==> config.mk <==
export PLATFORM = sky130hd
export DESIGN_NAME = fft_r22sdf
export DESIGN_NICKNAME = d
export VERILOG_FILES = /design/src/common/fft_pkg.sv /design/src/common/fft_stream_if.sv /design/src/fft_stage/fft_bfi.sv /design/src/fft_stage/fft_bfii.sv /design/src/fft_stage/fft_bf.sv /design/src/design/fft_twiddle.sv /design/src/design/fft_ctrl.sv /design/src/design/fft_r22sdf.sv
export SDC_FILE = /design/constraint.sdc
export NUM_CORES = 2
export LEC_CHECK = 0
export BUFFER_PORTS_ARGS = -buffer_cell sky130_fd_sc_hd__buf_2
export CAP_MARGIN = 20
export CORE_UTILIZATION = 60
export DETAILED_ROUTE_END_ITERATION = 12
export PLACE_DENSITY = 0.83
export SYNTH_ARGS = -nofsm -noshare
export SYNTH_HDL_FRONTEND = slang
export SYNTH_SLANG_ARGS = --single-unit
==> constraint.sdc <==
create_clock -name clk -period 8.3 [get_ports clk]
set_input_delay 0.83 -clock clk [delete_from_list [all_inputs] [get_ports clk]]
set_output_delay 0.83 -clock clk [all_outputs]
set_load 0.005 [all_outputs]
==> src/common/fft_pkg.sv <==
`default_nettype none

package fft_pkg;

   localparam int FFT_N      = 16;
   localparam int FFT_LOG2N  = $clog2(FFT_N);
   localparam int FFT_STAGES = FFT_LOG2N / 2;   // radix-2^2 stages.
   localparam int SAMPLE_W   = 16;              // room for 16x growth of +-511.
   localparam int TW_W       = 16;
   localparam int TW_FRAC    = 14;              // q1.14 coefficients.

   typedef logic signed [SAMPLE_W-1:0] sample_t;
   typedef logic [FFT_LOG2N-1:0]       idx_t;
   typedef logic signed [TW_W-1:0]     twiddle_t;

   // cos(2*pi*k/16), rounded.
   localparam twiddle_t TW_RE [FFT_N] = '{
       16'sd16384,
       16'sd15137,
       16'sd11585,
       16'sd6270,
       16'sd0,
      -16'sd6270,
      -16'sd11585,
      -16'sd15137,
      -16'sd16384,
      -16'sd15137,
      -16'sd11585,
      -16'sd6270,
       16'sd0,
       16'sd6270,
       16'sd11585,
       16'sd15137
   };

   // -sin(2*pi*k/16), rounded.
   localparam twiddle_t TW_IM [FFT_N] = '{
       16'sd0,
      -16'sd6270,
      -16'sd11585,
      -16'sd15137,
      -16'sd16384,
      -16'sd15137,
      -16'sd11585,
      -16'sd6270,
       16'sd0,
       16'sd6270,
       16'sd11585,
       16'sd15137,
       16'sd16384,
       16'sd15137,
       16'sd11585,
       16'sd6270
   };

endpackage

`default_nettype wire

==> src/common/fft_stream_if.sv <==
`timescale 1ns/1ps
`default_nettype none

// one complex sample per valid cycle, no back-pressure.
interface fft_stream_if
   import fft_pkg::*;
();

   logic    valid;
   sample_t re;
   sample_t im;
   idx_t    ctr;   // position in frame at this point.

   modport src (
      output valid,
      output re,
      output im,
      output ctr
   );

   modport dst (
      input valid,
      input re,
      input im,
      input ctr
   );

endinterface

`default_nettype wire

==> src/fft_stage/fft_bfi.sv <==
`timescale 1ns/1ps
`default_nettype none

module fft_bfi
   import fft_pkg::*;
#(
   parameter int STAGE = 0
) (
   input  logic      clk,
   input  logic      reset_i,
   input  logic      sel_i,
   fft_stream_if.dst in_s,
   fft_stream_if.src out_s
);

   localparam int   DLY      = 2 ** (2 * (FFT_STAGES - STAGE) - 1);
   localparam idx_t FILL_MAX = idx_t'(DLY);

   sample_t dl_re [DLY];
   sample_t dl_im [DLY];
   sample_t res_re;
   sample_t res_im;
   sample_t push_re;
   sample_t push_im;
   idx_t    fill_cnt;
   logic    full;

   assign full = (fill_cnt == FILL_MAX);

   always_comb begin
      if (sel_i) begin
         res_re  = dl_re[DLY-1] + in_s.re;   // upper half.
         res_im  = dl_im[DLY-1] + in_s.im;
         push_re = dl_re[DLY-1] - in_s.re;   // lower half, out next pass.
         push_im = dl_im[DLY-1] - in_s.im;
      end else begin
         res_re  = dl_re[DLY-1];
         res_im  = dl_im[DLY-1];
         push_re = in_s.re;
         push_im = in_s.im;
      end
   end

   always_ff @(posedge clk) begin
      if (reset_i) begin
         fill_cnt    <= '0;
         out_s.valid <= 1'b0;
         for (int i = 0; i < DLY; i++) begin
            dl_re[i] <= '0;
            dl_im[i] <= '0;
         end
      end else begin
         out_s.valid <= in_s.valid && full;
         if (in_s.valid) begin
            if (!full) begin
               fill_cnt <= fill_cnt + idx_t'(1);
            end
            for (int i = DLY - 1; i > 0; i--) begin
               dl_re[i] <= dl_re[i-1];
               dl_im[i] <= dl_im[i-1];
            end
            dl_re[0] <= push_re;
            dl_im[0] <= push_im;
         end
      end
   end

   always_ff @(posedge clk) begin
      if (in_s.valid) begin
         out_s.re  <= res_re;
         out_s.im  <= res_im;
         out_s.ctr <= in_s.ctr - FILL_MAX;   // result lags input by DLY.
      end
   end

   // line fills with the first half block of a frame.
   assert property (@(posedge clk) disable iff (reset_i)
      $rose(full) |-> ($past(in_s.ctr) == FILL_MAX - idx_t'(1)))
      else $error("bfi delay line filled out of step with frame");

   // upstream counter must start a frame at position 0.
   assert property (@(posedge clk) disable iff (reset_i)
      (in_s.valid && !full) |-> !sel_i)
      else $error("bfi select high while delay line filling");

endmodule

`default_nettype wire

==> src/fft_stage/fft_bfii.sv <==
`timescale 1ns/1ps
`default_nettype none

module fft_bfii
   import fft_pkg::*;
#(
   parameter int STAGE = 0
) (
   input  logic      clk,
   input  logic      reset_i,
   input  logic      sel_i,
   input  logic      tsel_i,
   fft_stream_if.dst in_s,
   fft_stream_if.src out_s
);

   localparam int   DLY      = 2 ** (2 * (FFT_STAGES - STAGE) - 2);
   localparam idx_t FILL_MAX = idx_t'(DLY);

   sample_t dl_re [DLY];
   sample_t dl_im [DLY];
   sample_t x_re;
   sample_t x_im;
   sample_t res_re;
   sample_t res_im;
   sample_t push_re;
   sample_t push_im;
   idx_t    fill_cnt;
   logic    full;

   assign full = (fill_cnt == FILL_MAX);

   // -j rotation of the second operand in the odd half.
   always_comb begin
      if (tsel_i && sel_i) begin
         x_re = in_s.im;
         x_im = -in_s.re;
      end else begin
         x_re = in_s.re;
         x_im = in_s.im;
      end
   end

   always_comb begin
      if (sel_i) begin
         res_re  = dl_re[DLY-1] + x_re;
         res_im  = dl_im[DLY-1] + x_im;
         push_re = dl_re[DLY-1] - x_re;
         push_im = dl_im[DLY-1] - x_im;
      end else begin
         res_re  = dl_re[DLY-1];
         res_im  = dl_im[DLY-1];
         push_re = x_re;
         push_im = x_im;
      end
   end

   always_ff @(posedge clk) begin
      if (reset_i) begin
         fill_cnt    <= '0;
         out_s.valid <= 1'b0;
         for (int i = 0; i < DLY; i++) begin
            dl_re[i] <= '0;
            dl_im[i] <= '0;
         end
      end else begin
         out_s.valid <= in_s.valid && full;
         if (in_s.valid) begin
            if (!full) begin
               fill_cnt <= fill_cnt + idx_t'(1);
            end
            for (int i = DLY - 1; i > 0; i--) begin
               dl_re[i] <= dl_re[i-1];
               dl_im[i] <= dl_im[i-1];
            end
            dl_re[0] <= push_re;
            dl_im[0] <= push_im;
         end
      end
   end

   always_ff @(posedge clk) begin
      if (in_s.valid) begin
         out_s.re  <= res_re;
         out_s.im  <= res_im;
         out_s.ctr <= in_s.ctr - FILL_MAX;
      end
   end

endmodule

`default_nettype wire

==> src/fft_stage/fft_bf.sv <==
`timescale 1ns/1ps
`default_nettype none

module fft_bf
   import fft_pkg::*;
#(
   parameter int STAGE = 0
) (
   input  logic      clk,
   input  logic      reset_i,
   fft_stream_if.dst in_s,
   fft_stream_if.src out_s
);

   localparam int SEL1_BIT = FFT_LOG2N - 1 - 2 * STAGE;
   localparam int SEL2_BIT = FFT_LOG2N - 2 - 2 * STAGE;

   logic sel1;
   logic sel2;
   logic tsel;

   fft_stream_if mid ();   // bf-i results in output order.

   assign sel1 = in_s.ctr[SEL1_BIT];
   assign sel2 = mid.ctr[SEL2_BIT];
   assign tsel = mid.ctr[SEL1_BIT];   // difference half of bf-i.

   fft_bfi #(
      .STAGE (STAGE)
   ) bfi (
      .clk     (clk),
      .reset_i (reset_i),
      .sel_i   (sel1),
      .in_s    (in_s),
      .out_s   (mid)
   );

   fft_bfii #(
      .STAGE (STAGE)
   ) bfii (
      .clk     (clk),
      .reset_i (reset_i),
      .sel_i   (sel2),
      .tsel_i  (tsel),
      .in_s    (mid),
      .out_s   (out_s)
   );

endmodule

`default_nettype wire

==> src/design/fft_twiddle.sv <==
`timescale 1ns/1ps
`default_nettype none

module fft_twiddle
   import fft_pkg::*;
(
   input  logic      clk,
   input  logic      reset_i,
   fft_stream_if.dst in_s,
   fft_stream_if.src out_s
);

   localparam int PROD_W = SAMPLE_W + TW_W + 1;

   typedef logic signed [PROD_W-1:0] prod_t;

   localparam prod_t HALF_LSB = prod_t'(1) <<< (TW_FRAC - 1);

   logic [1:0] grp;
   idx_t       exp_idx;
   twiddle_t   w_re;
   twiddle_t   w_im;
   logic       p_valid;
   idx_t       p_ctr;
   prod_t      p_re;
   prod_t      p_im;
   prod_t      r_re;
   prod_t      r_im;

   // k1 + 2*k2 of stage 0, times n3.
   assign grp     = {in_s.ctr[FFT_LOG2N-2], in_s.ctr[FFT_LOG2N-1]};
   assign exp_idx = idx_t'(grp) * idx_t'(in_s.ctr[1:0]);
   assign w_re    = TW_RE[exp_idx];
   assign w_im    = TW_IM[exp_idx];

   assign r_re = (p_re + HALF_LSB) >>> TW_FRAC;   // round half up.
   assign r_im = (p_im + HALF_LSB) >>> TW_FRAC;

   always_ff @(posedge clk) begin
      if (reset_i) begin
         p_valid     <= 1'b0;
         out_s.valid <= 1'b0;
      end else begin
         p_valid     <= in_s.valid;
         out_s.valid <= p_valid;
      end
   end

   always_ff @(posedge clk) begin
      if (in_s.valid) begin
         p_re  <= prod_t'(in_s.re) * prod_t'(w_re) - prod_t'(in_s.im) * prod_t'(w_im);
         p_im  <= prod_t'(in_s.re) * prod_t'(w_im) + prod_t'(in_s.im) * prod_t'(w_re);
         p_ctr <= in_s.ctr;
      end
      if (p_valid) begin
         out_s.re  <= r_re[SAMPLE_W-1:0];
         out_s.im  <= r_im[SAMPLE_W-1:0];
         out_s.ctr <= p_ctr;
      end
   end

   // first quarter of a frame passes through unrotated.
   assert property (@(posedge clk) disable iff (reset_i)
      (in_s.valid && (in_s.ctr[FFT_LOG2N-1 -: 2] == 2'b00))
      |-> ##2 (out_s.valid && (out_s.re == $past(in_s.re, 2))
               && (out_s.im == $past(in_s.im, 2))))
      else $error("twiddle exponent not zero in first quarter");

endmodule

`default_nettype wire

==> src/design/fft_ctrl.sv <==
`timescale 1ns/1ps
`default_nettype none

module fft_ctrl
   import fft_pkg::*;
(
   input  logic      clk,
   input  logic      reset_i,
   input  logic      valid_i,
   input  sample_t   re_i,
   input  sample_t   im_i,
   fft_stream_if.src in_s,
   fft_stream_if.dst out_s,
   output logic      valid_o,
   output sample_t   re_o,
   output sample_t   im_o,
   output idx_t      idx_o,
   output logic      frame_start_o
);

   idx_t in_cnt;
   idx_t out_cnt;

   assign in_s.valid = valid_i;
   assign in_s.re    = re_i;
   assign in_s.im    = im_i;
   assign in_s.ctr   = in_cnt;   // stamp input position.

   always_ff @(posedge clk) begin
      if (reset_i) begin
         in_cnt  <= '0;
         out_cnt <= '0;
      end else begin
         if (valid_i) begin
            in_cnt <= in_cnt + idx_t'(1);
         end
         if (out_s.valid) begin
            out_cnt <= out_cnt + idx_t'(1);
         end
      end
   end

   assign valid_o       = out_s.valid;
   assign re_o          = out_s.re;
   assign im_o          = out_s.im;
   assign frame_start_o = out_s.valid && (out_cnt == '0);

   // results leave in bit-reversed frequency order.
   always_comb begin
      for (int i = 0; i < FFT_LOG2N; i++) begin
         idx_o[i] = out_cnt[FFT_LOG2N-1-i];
      end
   end

   // counter re-timed through both stages must track the output count.
   assert property (@(posedge clk) disable iff (reset_i)
      out_s.valid |-> (out_s.ctr == out_cnt))
      else $error("stage counter out of step with output count");

endmodule

`default_nettype wire

==> src/design/fft_r22sdf.sv <==
`timescale 1ns/1ps
`default_nettype none

module fft_r22sdf
   import fft_pkg::*;
(
   input  logic    clk,
   input  logic    reset_i,
   input  logic    valid_i,
   input  sample_t re_i,
   input  sample_t im_i,
   output logic    valid_o,
   output sample_t re_o,
   output sample_t im_o,
   output idx_t    idx_o,
   output logic    frame_start_o
);

   fft_stream_if s0 ();
   fft_stream_if s1 ();
   fft_stream_if s2 ();   // twiddled.
   fft_stream_if s3 ();

   fft_ctrl ctrl (
      .clk           (clk),
      .reset_i       (reset_i),
      .valid_i       (valid_i),
      .re_i          (re_i),
      .im_i          (im_i),
      .in_s          (s0),
      .out_s         (s3),
      .valid_o       (valid_o),
      .re_o          (re_o),
      .im_o          (im_o),
      .idx_o         (idx_o),
      .frame_start_o (frame_start_o)
   );

   fft_bf #(
      .STAGE (0)
   ) bf0 (
      .clk     (clk),
      .reset_i (reset_i),
      .in_s    (s0),
      .out_s   (s1)
   );

   fft_twiddle tw (
      .clk     (clk),
      .reset_i (reset_i),
      .in_s    (s1),
      .out_s   (s2)
   );

   fft_bf #(
      .STAGE (1)
   ) bf1 (
      .clk     (clk),
      .reset_i (reset_i),
      .in_s    (s2),
      .out_s   (s3)
   );

endmodule

`default_nettype wire

==> summary.txt <==
Timing
  • Clk_skew: 0.0319 ns
  • Final min period: 8.62 ns
  • Fmax: 116 MHz
  • Worst setup margin: -0.319 ns
  • Tightest Pin Transition: 1.19 ns
  • Worst hold slack: 0.489 ns
  • Fin crit share: 1.04
  • Max Transition Viols Final: 0
  • Final setup viols: 19
  • Rel. slew slack: 0.203
  • RSZ-0062 raised after global routing: true
  • Fin. Hold Viols: 0

Yosys
  • Top cell type's share of synthesized area: 0.275
  • Synth Area in Compound Gates: 0.0623
  • Xor and xnor area share after synthesis: 0.0425
  • Synthesized area: 0.0766 mm2
  • Cells taking the most area after synthesis: fa_1 27%, edfxtp_1 27%, ha_1 9.5%
  • Synth Flop Type: edfxtp_1
  • Post-Synth Adder-Cell Area: 0.370
  • Average size of a mapped cell: 10.2 um2
  • Post-synth ARST share: 0
  • Sequential element share of the synthesized area: 0.278
  • Synth Net Count: 9177
  • Netlist cell types: 77
  • FF+latch count, synth: 718
  • Area leader, netlist: fa_1
  • Area share of and/or/nand/nor cells after synthesis: 0.141
  • Largest family of logic cells by synthesized area: adder cells
  • Post-Syn Instances: 7511
  • Synth Warn #: 0
  • Mux contribution to synthesized area: 0.0197
  • EDFF count, synth: 688

Power and ir drop
  • Maximum VDD drop: 0.198 mV
  • Cell area power density: 102 mW/mm2
  • Leak: 39.1 nW

Clocking
  • Clk_lat worst skew: 0.68 ns
  • Clock sinks: 718
  • CTS HTree Levels: 3
  • CTS tree: built
  • CTS buffer count: 77
  • Clock transition at path regs: 0.07 ns
  • Clk buf depth: 3
  • Clock root buffer: clkbuf_16

Detailed routing
  • ANT nets after route: 0
  • Vias: 54600
  • Drt initial violations: 5030
  • Avg WL per Cell: 20.7 um
  • Pre-antenna DRT Iters: 6
  • WL final: 197 mm
  • Drt via density: 5.74
  • DR DRC count: 0

Outcome
  • Failing checks: negative setup slack
  • Outcome: complete, but fails checks

Die
  • Rows: 130
  • Die ar.: 0.129 mm2
  • Core footprint: 0.126 mm2
  • IO Count: 73
  • Die width: 359 um
  • Initial Utilization: 0.608
  • Die height: 359 um

Final layout
  • Filler cells: 8754
  • Post-route cell area: 0.0859 mm2
  • Layout cells sized above 1: 0.132
  • Core Util, Final: 0.682
  • Synthesis-to-layout area growth: 12.2%
  • Nets: 9459

Placed design
  • Cell area after placement: 0.0810 mm2
  • DP Wirelength: 147 mm
  • Number of port buffers: 72
  • Gp weighted congestion: 0.982

Worst setup path
  • Critical Path Start Type: flop
  • CP Capture Type: flop
  • Max stage delay on crit path: 0.58 ns
  • Crit-path slowest cell: fa_1
  • Critical Path RT: 8.71 ns
  • Crit-path most repeated cell: fa_1
  • Crit path DAT: 9.03 ns
  • CP Max Fanout: 5
  • Critical path type: reg -> reg

Job
  • MaxCap Viol Count: 0

Global route
  • Pin count of the biggest net entering global routing: 196
  • GR Util All Layers: 0.299
  • First-pass GRT wire length: 303 mm
  • Grt ovf: 0
  • Initial antenna violation count: 7
  • Number of global-route vias before repair: 56300

Hold path
  • Hold crit path type: reg -> reg
[synth_stat cells (9+ instances only)]
cell	n
a211o_1	9
a211oi_1	67
a21o_1	31
a21oi_1	276
a31o_2	15
a31oi_1	35
and2_1	715
and3_1	34
buf_1	27
clkbuf_1	307
dfxtp_1	30
edfxtp_1	688
fa_1	1051
ha_1	580
inv_1	1429
mux2_2	89
mux2i_1	46
nand2_1	496
nand2b_1	36
nand3_1	68
nand3b_1	13
nand4_1	28
nor2_1	454
nor2b_1	68
nor3_1	114
nor4_1	11
o211ai_1	21
o21a_1	30
o21ai_0	102
o21bai_1	39
o31ai_1	30
o41ai_1	10
or2_2	16
or3_1	41
or4_1	10
xnor2_1	286
xor2_1	86
[what timing repair did]
action / in CTS / in global routing
gates cloned: 3 / 12
endpoints found under the setup margin: 25 / 29
hold buffers: 0 / 0
buffers inserted: 31 / 49
resized for setup: 86 / 225
pin swaps: 57 / 142
[metrics by stage]
step / setup slack (ns) / power [mW] / std cells / TNS, ns
6_report: -0.319 / 8.80 / 9509 / -3.67
5_1_grt: -0.537 / 9.07 / 9505 / -8.12
4_1_cts: -0.167 / 8.82 / 9451 / -0.625
3_5_place_dp: -0.585 / 5.05 / 9276 / -8.41
3_3_place_gp: -0.245 / 5.01 / 9276 / -2.56
2_1_floorplan: 0.00975 / 4.84 / 7511 / 0
[power breakdown]
| group | internal, mW | switching [mW] | leakage (nW) | total (mW) |
|---|---|---|---|---|
| combinational | 0.338 | 0.506 | 30.5 | 0.844 |
| sequential | 4.10 | 0.0656 | 7.31 | 4.17 |
| clock | 2.25 | 1.54 | 1.34 | 3.79 |
| total | 6.69 | 2.11 | 39.1 | 8.80 |
[per-layer routing]
layer / GRT usage / vias up / wire (um)
met4: 0.129 / 8 / 10200
met3: 0.0469 / 632 / 16700
met2: 0.497 / 2516 / 94100
met1: 0.389 / 27100 / 75800
li1: - / 24300 / -
met5: 0 / - / 57
[critical path: cells and delay by family (launching register included)]
family / cells / cell delay (ns)
buf+inv: 12 / 1.28
compound gates: 6 / 0.80
simple gates: 6 / 0.83
flops: 1 / 0.42
xor+xnor: 1 / 0.12
fa+ha+maj: 11 / 4.90
[cell type report]
class	count	area (um2)	area share
flip-flops and latches	718	21300	0.247
well taps	1650	2060	0.0240
clock inverters	47	691	0.00804
repair buffers	542	4610	0.0536
clock buffers	94	2080	0.0243
diodes	4	10.0	0.000116
multi-input cells	5022	49800	0.580
inverters	1432	5390	0.0628
[state kept, by name, summed over array words and instances, names as in the netlist, 17 cells and up]
signal / flops
bf1.bfi.dl_im: 32
tw.p_im: 17
bf0.bfii.dl_re: 64
bf1.bfi.dl_re: 32
tw.p_re: 17
bf0.bfi.dl_re: 128
bf0.bfii.dl_im: 64
bf0.bfi.dl_im: 128
[kinds of logic (layout without fill, tap and decap cells)]
family | Yosys count | count (layout)
AOI/OAI and AO/OA | 749 | 749
xor gates and xnor gates | 372 | 372
adders and majority gates | 1639 | 1639
buffers and inverters | 1772 | 2115
DFF | 718 | 718
muxes | 137 | 138
other | 0 | 4
and+or+nand+nor | 2124 | 2124
[path summary, 6_finish.rpt]
check | from | end | depth (start not counted) | slack [ns]
max reg2reg | bf0.bfii.out_s.ctr[1] | tw.p_re[26] | 36 | -0.32
min reg2reg | tw.p_ctr[1] | tw.out_s.ctr[1] | 0 | 0.49
max | bf0.bfii.out_s.ctr[1] | tw.p_re[26] | 36 | -0.32
min | tw.p_ctr[1] | tw.out_s.ctr[1] | 0 | 0.49
[layout by cell type (no fill, tap or decap), types with 255 or more instances in the layout]
cell type,Yosys,routed
edfxtp_1,688,688
ha_1,580,554
buf_4,0,382
nand2_1,496,465
inv_1,1429,1391
nor2_1,454,446
fa_1,1051,1020
a21oi_1,276,255
and2_1,715,693
xnor2_1,286,280
Note: power is estimated with default switching activity, not from simulation.
